==> src/hw/engine_cfg_pkg.sv <==
package engine_cfg_pkg;

  // intake FIFO, also the host's starting credit count
  localparam int INTAKE_DEPTH = 4;
  localparam int INTAKE_AW    = $clog2(INTAKE_DEPTH);

  typedef logic [INTAKE_AW-1:0] intake_ptr_t;

  // holds 0..4
  typedef logic [2:0] credit_t;

  localparam credit_t WB_CREDITS = 3'd4;  // receiver buffer on the output port

endpackage

==> src/hw/rv_isa_pkg.sv <==
package rv_isa_pkg;

  typedef logic [31:0] xlen_t;     // data word
  typedef logic [31:0] inst_t;     // raw instruction word
  typedef logic [4:0]  reg_idx_t;  // register index
  typedef logic [6:0]  opcode_t;
  typedef logic [2:0]  funct3_t;

  // major opcodes
  localparam opcode_t OPCODE_OP     = 7'b0110011;
  localparam opcode_t OPCODE_OP_IMM = 7'b0010011;
  localparam opcode_t OPCODE_LUI    = 7'b0110111;

  // funct3 encodings shared by OP and OP-IMM
  localparam funct3_t F3_ADD_SUB = 3'b000;
  localparam funct3_t F3_SLL     = 3'b001;
  localparam funct3_t F3_SLT     = 3'b010;
  localparam funct3_t F3_SLTU    = 3'b011;
  localparam funct3_t F3_XOR     = 3'b100;
  localparam funct3_t F3_SRL_SRA = 3'b101;
  localparam funct3_t F3_OR      = 3'b110;
  localparam funct3_t F3_AND     = 3'b111;

  typedef enum logic [3:0] {
    ALU_ADD    = 4'd0,
    ALU_SUB    = 4'd1,
    ALU_SLL    = 4'd2,
    ALU_SLT    = 4'd3,
    ALU_SLTU   = 4'd4,
    ALU_XOR    = 4'd5,
    ALU_SRL    = 4'd6,
    ALU_SRA    = 4'd7,
    ALU_OR     = 4'd8,
    ALU_AND    = 4'd9,
    ALU_PASS_B = 4'd10  // lui, operand b straight through
  } alu_op_t;

endpackage

==> src/hw/alu_exec.sv <==
module alu_exec (
  input  logic                 clk,
  input  logic                 arst_n,
  input  logic                 d_valid,
  input  rv_isa_pkg::alu_op_t  d_op,
  input  rv_isa_pkg::reg_idx_t d_rd,
  input  rv_isa_pkg::reg_idx_t d_rs1,
  input  rv_isa_pkg::reg_idx_t d_rs2,
  input  rv_isa_pkg::xlen_t    d_a,
  input  rv_isa_pkg::xlen_t    d_b,
  input  logic                 d_use_rs2,
  input  logic                 d_illegal,
  input  logic                 stall,
  output logic                 e_valid,
  output rv_isa_pkg::reg_idx_t e_rd,
  output rv_isa_pkg::xlen_t    e_result,
  output logic                 e_illegal
);

  logic              e_writes;
  logic              fwd_a;
  logic              fwd_b;
  logic [4:0]        shamt;
  rv_isa_pkg::xlen_t op_a;
  rv_isa_pkg::xlen_t op_b;
  rv_isa_pkg::xlen_t result;

  // instruction one ahead, still in the execute register
  assign e_writes = e_valid && e_rd != '0 && !e_illegal;
  assign fwd_a    = e_writes && d_rs1 == e_rd;
  assign fwd_b    = e_writes && d_use_rs2 && d_rs2 == e_rd;  // imm never forwarded

  assign op_a  = fwd_a ? e_result : d_a;
  assign op_b  = fwd_b ? e_result : d_b;
  assign shamt = op_b[4:0];

  always_comb begin
    case (d_op)
      rv_isa_pkg::ALU_ADD:    result = op_a + op_b;
      rv_isa_pkg::ALU_SUB:    result = op_a - op_b;
      rv_isa_pkg::ALU_SLL:    result = op_a << shamt;
      rv_isa_pkg::ALU_SLT:    result = {31'b0, $signed(op_a) < $signed(op_b)};
      rv_isa_pkg::ALU_SLTU:   result = {31'b0, op_a < op_b};
      rv_isa_pkg::ALU_XOR:    result = op_a ^ op_b;
      rv_isa_pkg::ALU_SRL:    result = op_a >> shamt;
      rv_isa_pkg::ALU_SRA:    result = $signed(op_a) >>> shamt;
      rv_isa_pkg::ALU_OR:     result = op_a | op_b;
      rv_isa_pkg::ALU_AND:    result = op_a & op_b;
      rv_isa_pkg::ALU_PASS_B: result = op_b;
      default:                result = '0;
    endcase
  end

  always_ff @(posedge clk or negedge arst_n) begin
    if (!arst_n) begin
      e_valid <= 1'b0;
    end else if (!stall) begin
      e_valid <= d_valid;
    end
  end

  always_ff @(posedge clk) begin
    if (!stall) begin
      e_rd      <= d_rd;
      e_result  <= result;
      e_illegal <= d_illegal;
    end
  end

endmodule

==> src/hw/inst_decode.sv <==
module inst_decode (
  input  logic                 clk,
  input  logic                 arst_n,
  input  logic                 head_valid,
  input  rv_isa_pkg::inst_t    head_data,
  input  logic                 stall,
  input  logic                 rf_we,
  input  rv_isa_pkg::reg_idx_t rf_waddr,
  input  rv_isa_pkg::xlen_t    rf_wdata,
  output logic                 head_pop,
  output logic                 d_valid,
  output rv_isa_pkg::alu_op_t  d_op,
  output rv_isa_pkg::reg_idx_t d_rd,
  output rv_isa_pkg::reg_idx_t d_rs1,
  output rv_isa_pkg::reg_idx_t d_rs2,
  output rv_isa_pkg::xlen_t    d_a,
  output rv_isa_pkg::xlen_t    d_b,
  output logic                 d_use_rs2,
  output logic                 d_illegal
);

  rv_isa_pkg::opcode_t  opcode;
  rv_isa_pkg::funct3_t  funct3;
  rv_isa_pkg::reg_idx_t rs1;
  rv_isa_pkg::reg_idx_t rs2;
  rv_isa_pkg::xlen_t    rdata1;
  rv_isa_pkg::xlen_t    rdata2;
  rv_isa_pkg::xlen_t    imm;
  rv_isa_pkg::alu_op_t  op;
  logic                 use_rs1;
  logic                 use_rs2;
  logic                 illegal;

  function automatic rv_isa_pkg::alu_op_t alu_sel(input rv_isa_pkg::funct3_t f3,
                                                  input logic alt);
    case (f3)
      rv_isa_pkg::F3_ADD_SUB: alu_sel = alt ? rv_isa_pkg::ALU_SUB : rv_isa_pkg::ALU_ADD;
      rv_isa_pkg::F3_SLL:     alu_sel = rv_isa_pkg::ALU_SLL;
      rv_isa_pkg::F3_SLT:     alu_sel = rv_isa_pkg::ALU_SLT;
      rv_isa_pkg::F3_SLTU:    alu_sel = rv_isa_pkg::ALU_SLTU;
      rv_isa_pkg::F3_XOR:     alu_sel = rv_isa_pkg::ALU_XOR;
      rv_isa_pkg::F3_SRL_SRA: alu_sel = alt ? rv_isa_pkg::ALU_SRA : rv_isa_pkg::ALU_SRL;
      rv_isa_pkg::F3_OR:      alu_sel = rv_isa_pkg::ALU_OR;
      default:                alu_sel = rv_isa_pkg::ALU_AND;
    endcase
  endfunction

  assign opcode   = head_data[6:0];
  assign funct3   = head_data[14:12];
  assign rs1      = head_data[19:15];
  assign rs2      = head_data[24:20];
  assign head_pop = head_valid && !stall;

  always_comb begin
    op      = rv_isa_pkg::ALU_PASS_B;  // illegal words end up as value zero
    imm     = '0;
    use_rs1 = 1'b0;
    use_rs2 = 1'b0;
    illegal = 1'b1;
    case (opcode)
      rv_isa_pkg::OPCODE_OP: begin
        op      = alu_sel(funct3, head_data[30]);
        use_rs1 = 1'b1;
        use_rs2 = 1'b1;
        illegal = 1'b0;
      end
      rv_isa_pkg::OPCODE_OP_IMM: begin
        // no subi, bit 30 only picks srai
        op      = alu_sel(funct3, head_data[30] && funct3 == rv_isa_pkg::F3_SRL_SRA);
        imm     = {{20{head_data[31]}}, head_data[31:20]};
        use_rs1 = 1'b1;
        illegal = 1'b0;
      end
      rv_isa_pkg::OPCODE_LUI: begin
        imm     = {head_data[31:12], 12'b0};
        illegal = 1'b0;
      end
      default: ;
    endcase
  end

  reg_file u_reg_file (
    .clk    (clk),
    .arst_n (arst_n),
    .raddr1 (rs1),
    .raddr2 (rs2),
    .rdata1 (rdata1),
    .rdata2 (rdata2),
    .we     (rf_we),
    .waddr  (rf_waddr),
    .wdata  (rf_wdata)
  );

  always_ff @(posedge clk or negedge arst_n) begin
    if (!arst_n) begin
      d_valid <= 1'b0;
    end else if (!stall) begin
      d_valid <= head_valid;
    end
  end

  // decode register payload
  always_ff @(posedge clk) begin
    if (!stall) begin
      d_op      <= op;
      d_rd      <= head_data[11:7];
      d_rs1     <= use_rs1 ? rs1 : '0;  // x0 keeps forwarding off for lui
      d_rs2     <= rs2;
      d_a       <= use_rs1 ? rdata1 : '0;
      d_b       <= use_rs2 ? rdata2 : imm;
      d_use_rs2 <= use_rs2;
      d_illegal <= illegal;
    end
  end

endmodule

==> src/hw/inst_intake.sv <==
module inst_intake (
  input  logic                 clk,
  input  logic                 arst_n,
  input  logic                 inst_valid,
  input  rv_isa_pkg::inst_t    inst_data,
  input  logic                 head_pop,
  output logic                 head_valid,
  output rv_isa_pkg::inst_t    head_data,
  output logic                 inst_credit
);

  rv_isa_pkg::inst_t          mem [engine_cfg_pkg::INTAKE_DEPTH];
  engine_cfg_pkg::intake_ptr_t rd_ptr;
  engine_cfg_pkg::intake_ptr_t wr_ptr;
  engine_cfg_pkg::credit_t     count;

  assign head_valid = (count != '0);
  assign head_data  = mem[rd_ptr];

  // storage, no reset needed
  always_ff @(posedge clk) begin
    if (inst_valid) begin
      mem[wr_ptr] <= inst_data;
    end
  end

  // host is credit-bound so a push never meets a full FIFO
  always_ff @(posedge clk or negedge arst_n) begin
    if (!arst_n) begin
      rd_ptr      <= '0;
      wr_ptr      <= '0;
      count       <= '0;
      inst_credit <= 1'b0;
    end else begin
      inst_credit <= head_pop;  // one credit back per word popped
      if (inst_valid) begin
        wr_ptr <= wr_ptr + 1'b1;
      end
      if (head_pop) begin
        rd_ptr <= rd_ptr + 1'b1;
      end
      case ({inst_valid, head_pop})
        2'b10:   count <= count + 1'b1;
        2'b01:   count <= count - 1'b1;
        default: count <= count;
      endcase
    end
  end

endmodule

==> src/hw/reg_file.sv <==
module reg_file (
  input  logic                 clk,
  input  logic                 arst_n,
  input  rv_isa_pkg::reg_idx_t raddr1,
  input  rv_isa_pkg::reg_idx_t raddr2,
  output rv_isa_pkg::xlen_t    rdata1,
  output rv_isa_pkg::xlen_t    rdata2,
  input  logic                 we,
  input  rv_isa_pkg::reg_idx_t waddr,
  input  rv_isa_pkg::xlen_t    wdata
);

  rv_isa_pkg::xlen_t regs [1:31];  // x0 has no storage

  // write-through on a same-cycle address match
  assign rdata1 = (raddr1 == '0) ? '0 :
                  (we && waddr == raddr1) ? wdata : regs[raddr1];
  assign rdata2 = (raddr2 == '0) ? '0 :
                  (we && waddr == raddr2) ? wdata : regs[raddr2];

  always_ff @(posedge clk or negedge arst_n) begin
    if (!arst_n) begin
      for (int i = 1; i < 32; i++) begin
        regs[i] <= '0;
      end
    end else if (we && waddr != '0) begin
      regs[waddr] <= wdata;
    end
  end

endmodule

==> src/hw/rv_exec_top.sv <==
module rv_exec_top (
  input  logic                 clk,
  input  logic                 arst_n,
  input  logic                 inst_valid,
  input  rv_isa_pkg::inst_t    inst_data,
  input  logic                 wb_credit,
  output logic                 inst_credit,
  output logic                 wb_valid,
  output rv_isa_pkg::reg_idx_t wb_rd,
  output rv_isa_pkg::xlen_t    wb_value,
  output logic                 wb_illegal
);

  logic                 head_valid;
  rv_isa_pkg::inst_t    head_data;
  logic                 head_pop;
  logic                 stall;
  logic                 rf_we;
  rv_isa_pkg::reg_idx_t rf_waddr;
  rv_isa_pkg::xlen_t    rf_wdata;

  // decode register
  logic                 d_valid;
  rv_isa_pkg::alu_op_t  d_op;
  rv_isa_pkg::reg_idx_t d_rd;
  rv_isa_pkg::reg_idx_t d_rs1;
  rv_isa_pkg::reg_idx_t d_rs2;
  rv_isa_pkg::xlen_t    d_a;
  rv_isa_pkg::xlen_t    d_b;
  logic                 d_use_rs2;
  logic                 d_illegal;

  // execute register
  logic                 e_valid;
  rv_isa_pkg::reg_idx_t e_rd;
  rv_isa_pkg::xlen_t    e_result;
  logic                 e_illegal;

  inst_intake u_inst_intake (
    .clk         (clk),
    .arst_n      (arst_n),
    .inst_valid  (inst_valid),
    .inst_data   (inst_data),
    .head_pop    (head_pop),
    .head_valid  (head_valid),
    .head_data   (head_data),
    .inst_credit (inst_credit)
  );

  inst_decode u_inst_decode (
    .clk        (clk),
    .arst_n     (arst_n),
    .head_valid (head_valid),
    .head_data  (head_data),
    .stall      (stall),
    .rf_we      (rf_we),
    .rf_waddr   (rf_waddr),
    .rf_wdata   (rf_wdata),
    .head_pop   (head_pop),
    .d_valid    (d_valid),
    .d_op       (d_op),
    .d_rd       (d_rd),
    .d_rs1      (d_rs1),
    .d_rs2      (d_rs2),
    .d_a        (d_a),
    .d_b        (d_b),
    .d_use_rs2  (d_use_rs2),
    .d_illegal  (d_illegal)
  );

  alu_exec u_alu_exec (
    .clk       (clk),
    .arst_n    (arst_n),
    .d_valid   (d_valid),
    .d_op      (d_op),
    .d_rd      (d_rd),
    .d_rs1     (d_rs1),
    .d_rs2     (d_rs2),
    .d_a       (d_a),
    .d_b       (d_b),
    .d_use_rs2 (d_use_rs2),
    .d_illegal (d_illegal),
    .stall     (stall),
    .e_valid   (e_valid),
    .e_rd      (e_rd),
    .e_result  (e_result),
    .e_illegal (e_illegal)
  );

  wb_sender u_wb_sender (
    .clk        (clk),
    .arst_n     (arst_n),
    .e_valid    (e_valid),
    .e_rd       (e_rd),
    .e_result   (e_result),
    .e_illegal  (e_illegal),
    .wb_credit  (wb_credit),
    .stall      (stall),
    .wb_valid   (wb_valid),
    .wb_rd      (wb_rd),
    .wb_value   (wb_value),
    .wb_illegal (wb_illegal),
    .rf_we      (rf_we),
    .rf_waddr   (rf_waddr),
    .rf_wdata   (rf_wdata)
  );

endmodule

==> src/hw/wb_sender.sv <==
module wb_sender (
  input  logic                 clk,
  input  logic                 arst_n,
  input  logic                 e_valid,
  input  rv_isa_pkg::reg_idx_t e_rd,
  input  rv_isa_pkg::xlen_t    e_result,
  input  logic                 e_illegal,
  input  logic                 wb_credit,
  output logic                 stall,
  output logic                 wb_valid,
  output rv_isa_pkg::reg_idx_t wb_rd,
  output rv_isa_pkg::xlen_t    wb_value,
  output logic                 wb_illegal,
  output logic                 rf_we,
  output rv_isa_pkg::reg_idx_t rf_waddr,
  output rv_isa_pkg::xlen_t    rf_wdata
);

  engine_cfg_pkg::credit_t credits;
  logic                    have_credit;

  assign have_credit = (credits != '0);

  // record waits in the execute register until the receiver has room
  assign stall    = e_valid && !have_credit;
  assign wb_valid = e_valid && have_credit;

  assign wb_rd      = e_rd;
  assign wb_value   = (e_rd != '0) ? e_result : '0;  // x0 records carry zero
  assign wb_illegal = e_illegal;

  // retire into the register file on the same cycle as the record
  assign rf_we    = wb_valid && !e_illegal && e_rd != '0;
  assign rf_waddr = e_rd;
  assign rf_wdata = e_result;

  always_ff @(posedge clk or negedge arst_n) begin
    if (!arst_n) begin
      credits <= engine_cfg_pkg::WB_CREDITS;
    end else begin
      case ({wb_valid, wb_credit})
        2'b10:   credits <= credits - 1'b1;
        2'b01:   credits <= credits + 1'b1;
        default: credits <= credits;  // send and return cancel out
      endcase
    end
  end

endmodule

==> config.mk <==
export PLATFORM = sky130hd
export DESIGN_NAME = rv_exec_top
export DESIGN_NICKNAME = d
export VERILOG_FILES = /design/src/hw/engine_cfg_pkg.sv /design/src/hw/rv_isa_pkg.sv /design/src/hw/alu_exec.sv /design/src/hw/inst_decode.sv /design/src/hw/inst_intake.sv /design/src/hw/reg_file.sv /design/src/hw/rv_exec_top.sv /design/src/hw/wb_sender.sv
export SDC_FILE = /design/constraint.sdc
export NUM_CORES = 2
export LEC_CHECK = 0
export BUFFER_PORTS_ARGS = -buffer_cell sky130_fd_sc_hd__buf_2
export CORE_MARGIN = 5
export CORE_UTILIZATION = 61
export CTS_CLUSTER_DIAMETER = 150
export CTS_CLUSTER_SIZE = 25
export DETAILED_ROUTE_END_ITERATION = 10
export PLACE_DENSITY = 0.78
export SYNTH_ARGS = -nofsm -noshare
export SYNTH_HDL_FRONTEND = slang
export SYNTH_SLANG_ARGS = --single-unit
==> constraint.sdc <==
create_clock -name clk -period 7.8 [get_ports clk]
set_input_delay 1.56 -clock clk [delete_from_list [all_inputs] [get_ports clk]]
set_output_delay 1.56 -clock clk [all_outputs]
set_load 0.01 [all_outputs]
==> impl_metrics.env <==
export IMPL_status="finished clean"
export IMPL_layout_drive_gt1_share_pct=37.3
export IMPL_power_w=0.0314
export IMPL_htree_levels=2
export IMPL_drt_iter0_drc=7242
export IMPL_synthArstFlopShare_pct=80.0
export IMPL_maxCapViolations=0
export IMPL_ys_ff_latch=1256
export IMPL_required_ns=8.28
export IMPL_max_freq_mhz=148
export IMPL_arrival_ns=7.25
export IMPL_synth_edf_count=251
export IMPL_rsz0062_at_grt="false"
export IMPL_setup_tns_ns=0
export IMPL_p_leak_nw=33.4
export IMPL_numPortBuffers=75
export IMPL_hold_buffers=0
export IMPL_finalSetupViolCount=0
export IMPL_ys_seq_area_share_pct=44.6
export IMPL_synth_top_area_share_pct=34.3
export IMPL_start_util_pct=61.2
export IMPL_dpl_instance_area_um2=75200
export IMPL_postCtsSetupBuffers=0
export IMPL_finClkSkew_ns=0.0347
export IMPL_cp_start_kind="flip-flop"
export IMPL_dp_hpwl_um=153000
export IMPL_layout_common_cells="mux2_2, dfrtp_1, mux4_2"
export IMPL_fp_dieW_um=356
export IMPL_synth_cell_types=97
export IMPL_setup_worst_path_class="flip-flop to flip-flop"
export IMPL_min_path_type="flip-flop to flip-flop"
export IMPL_post_drt_wl_per_cell_um=34.9
export IMPL_io_pins=76
export IMPL_synth_top_area_cell="dfrtp_1"
export IMPL_syn_to_final_growth_pct=4.90
export IMPL_grt_max_degree=179
export IMPL_cts_buffer_depth=3
export IMPL_clk_latency_ns=0.74
export IMPL_hold_violations=0
export IMPL_firstDrtPassIters=8
export IMPL_worst_slew_pin_slew_ns=1.27
export IMPL_rr_startpoint="u_alu_exec.e_rd[3]"
export IMPL_cts_made_buffers=58
export IMPL_hold_start="u_inst_decode.d_illegal"
export IMPL_finalWirelength_um=245000
export IMPL_startpoint="u_alu_exec.e_rd[3]"
export IMPL_cts_root_buf="clkbuf_16"
export IMPL_final_common_cell="mux2_2"
export IMPL_grt_overflow_total=0
export IMPL_die_area_um2=127000
export IMPL_maxSlewViolCount=0
export IMPL_netlist_area_um2=73200
export IMPL_syn_num_nets=5758
export IMPL_routabilityCongestion=1.01
export IMPL_stdcell_area_um2=76800
export IMPL_cts_sinks=1256
export IMPL_grt_pass1_vias=52273
export IMPL_crit_fanout=32
export IMPL_yosys_top_cells_area="dfrtp_1, mux4_2, mux2_2, edfxtp_1, mux2i_1"
export IMPL_antenna_left=0
export IMPL_num_rows=127
export IMPL_peakVddDrop_uv=325
export IMPL_p_per_area_nw_per_um2=409
export IMPL_cts_repair_resized=0
export IMPL_nets=5523
export IMPL_drc=0
export IMPL_post_route_period_util_pct=86.8
export IMPL_die_height_um=356
export IMPL_via_count=52029
export IMPL_grt_pass1_wl_um=360000
export IMPL_cp_end_kind="flip-flop"
export IMPL_avgSynthCellArea_um2=13.0
export IMPL_slew_headroom_pct=14.9
export IMPL_antenna_found_initial=6
export IMPL_synthesis_instances=5615
export IMPL_core_area_um2=120000
export IMPL_tritoncts="yes"
export IMPL_min_period_ns=6.77
export IMPL_synth_ff_type="dfrtp_1"
export IMPL_via_per_inst=7.42
export IMPL_ys_warn_count=0
export IMPL_track_usage_pct=38.5
export IMPL_clk_pin_slew_ns=0.11
==> cells by family after synthesis <==
group	Yosys count	share of synthesized area, %
flops	1256	44.6
fa+ha+maj	107	1.87
xor+xnor	42	0.502
compound gates	831	7.53
simple gates	906	5.53
mux	1793	36.1
buf+inv	680	3.80
==> cell usage after synthesis, drive strengths merged (16+ instances only) <==
cell type,instances
nor2,242
o2bb2ai,36
a221oi,37
a21oi,216
nand4,16
nand2,394
clkbuf,419
inv,125
and2,45
nor3,51
ha,103
o211ai,42
o21ai,159
buf,134
o221ai,53
xnor2,29
nand3,47
a22oi,22
a211oi,69
a31oi,37
mux4,573
o22ai,41
mux2i,195
and3,34
edfxtp,251
mux2,1025
dfrtp,1004
==> where the power goes <==
part           switching (W)  total [W]  internal, W
combinational         0.0108     0.0177      0.00696
sequential           0.00139     0.0101      0.00871
clock                0.00218    0.00359      0.00141
==> worst max-delay path, stage by stage, from the launching register on <==
cell,delay [ns]
edfxtp_1,0.75
or3_4,0.28
o211a_1,0.31
nand2_4,0.38
a21oi_1,0.79
inv_1,0.16
ha_1,0.31
fa_1,0.43
nand2b_1,0.09
a21oi_1,0.10
o311a_1,0.36
o32ai_1,0.62
o211ai_1,0.41
a311o_1,0.55
a31o_2,0.31
a221o_1,0.33
o21ai_0,0.16
o211ai_1,0.15
==> routing by layer <==
metal  vias up  track usage (%)  share of wire, %  routed length, µm
met5         -            0.264             0.013                 32
met4         4             23.2               7.5              18400
met3       871             8.76                11              26800
met2      3347             58.6                45             111000
met1     26962             51.1                36              88800
li1      20845                -                 -                  -
==> sequential cells by signal (all words and copies together), names as in the netlist, 5 cells and up <==
register	flops
u_inst_decode.d_rs1	5
u_inst_decode.d_rd	5
u_inst_decode.d_a	32
u_inst_decode.d_rs2	5
u_inst_decode.d_b	32
u_alu_exec.e_result	32
u_alu_exec.e_rd	5
u_inst_decode.u_reg_file.regs	992
u_inst_intake.mem	128
==> layout make-up <==
class / count / area (µm²)
timing repair buffer: 258 / 1880
tap: 1612 / 2020
fill: 8772 / 42800
clock buffer: 74 / 1530
sequential: 1256 / 32700
multi-input combinational: 3679 / 38100
antenna: 3 / 7.51
inverter: 127 / 509
clock inverter: 6 / 87.6
==> metrics by stage <==
step	instances	setup slack, ns	utilization [%]	hold slack (ns)
finish	7015	1.03	64.2	0.424
global route	7012	0.754	64.2	0.438
CTS	7012	1.19	64.2	0.434
detailed placement	6932	1.23	62.8	0.408
global placement	6932	1.32	62.8	0.404
floorplan	5615	2.33	-	0.400
==> final timing paths <==
check,end,slack [ns],cells after the start
max in group asynchronous,u_inst_decode.u_reg_file.regs[266],5.06,3
worst min register to register,u_alu_exec.e_illegal,0.42,0
worst min-delay path,u_alu_exec.e_illegal,0.42,0
worst max register to register,u_alu_exec.e_result[24],1.03,17
worst max-delay path,u_alu_exec.e_result[24],1.03,17
min in group asynchronous,u_inst_decode.u_reg_file.regs[172],0.86,1
Note: power is estimated with default switching activity, not from simulation.
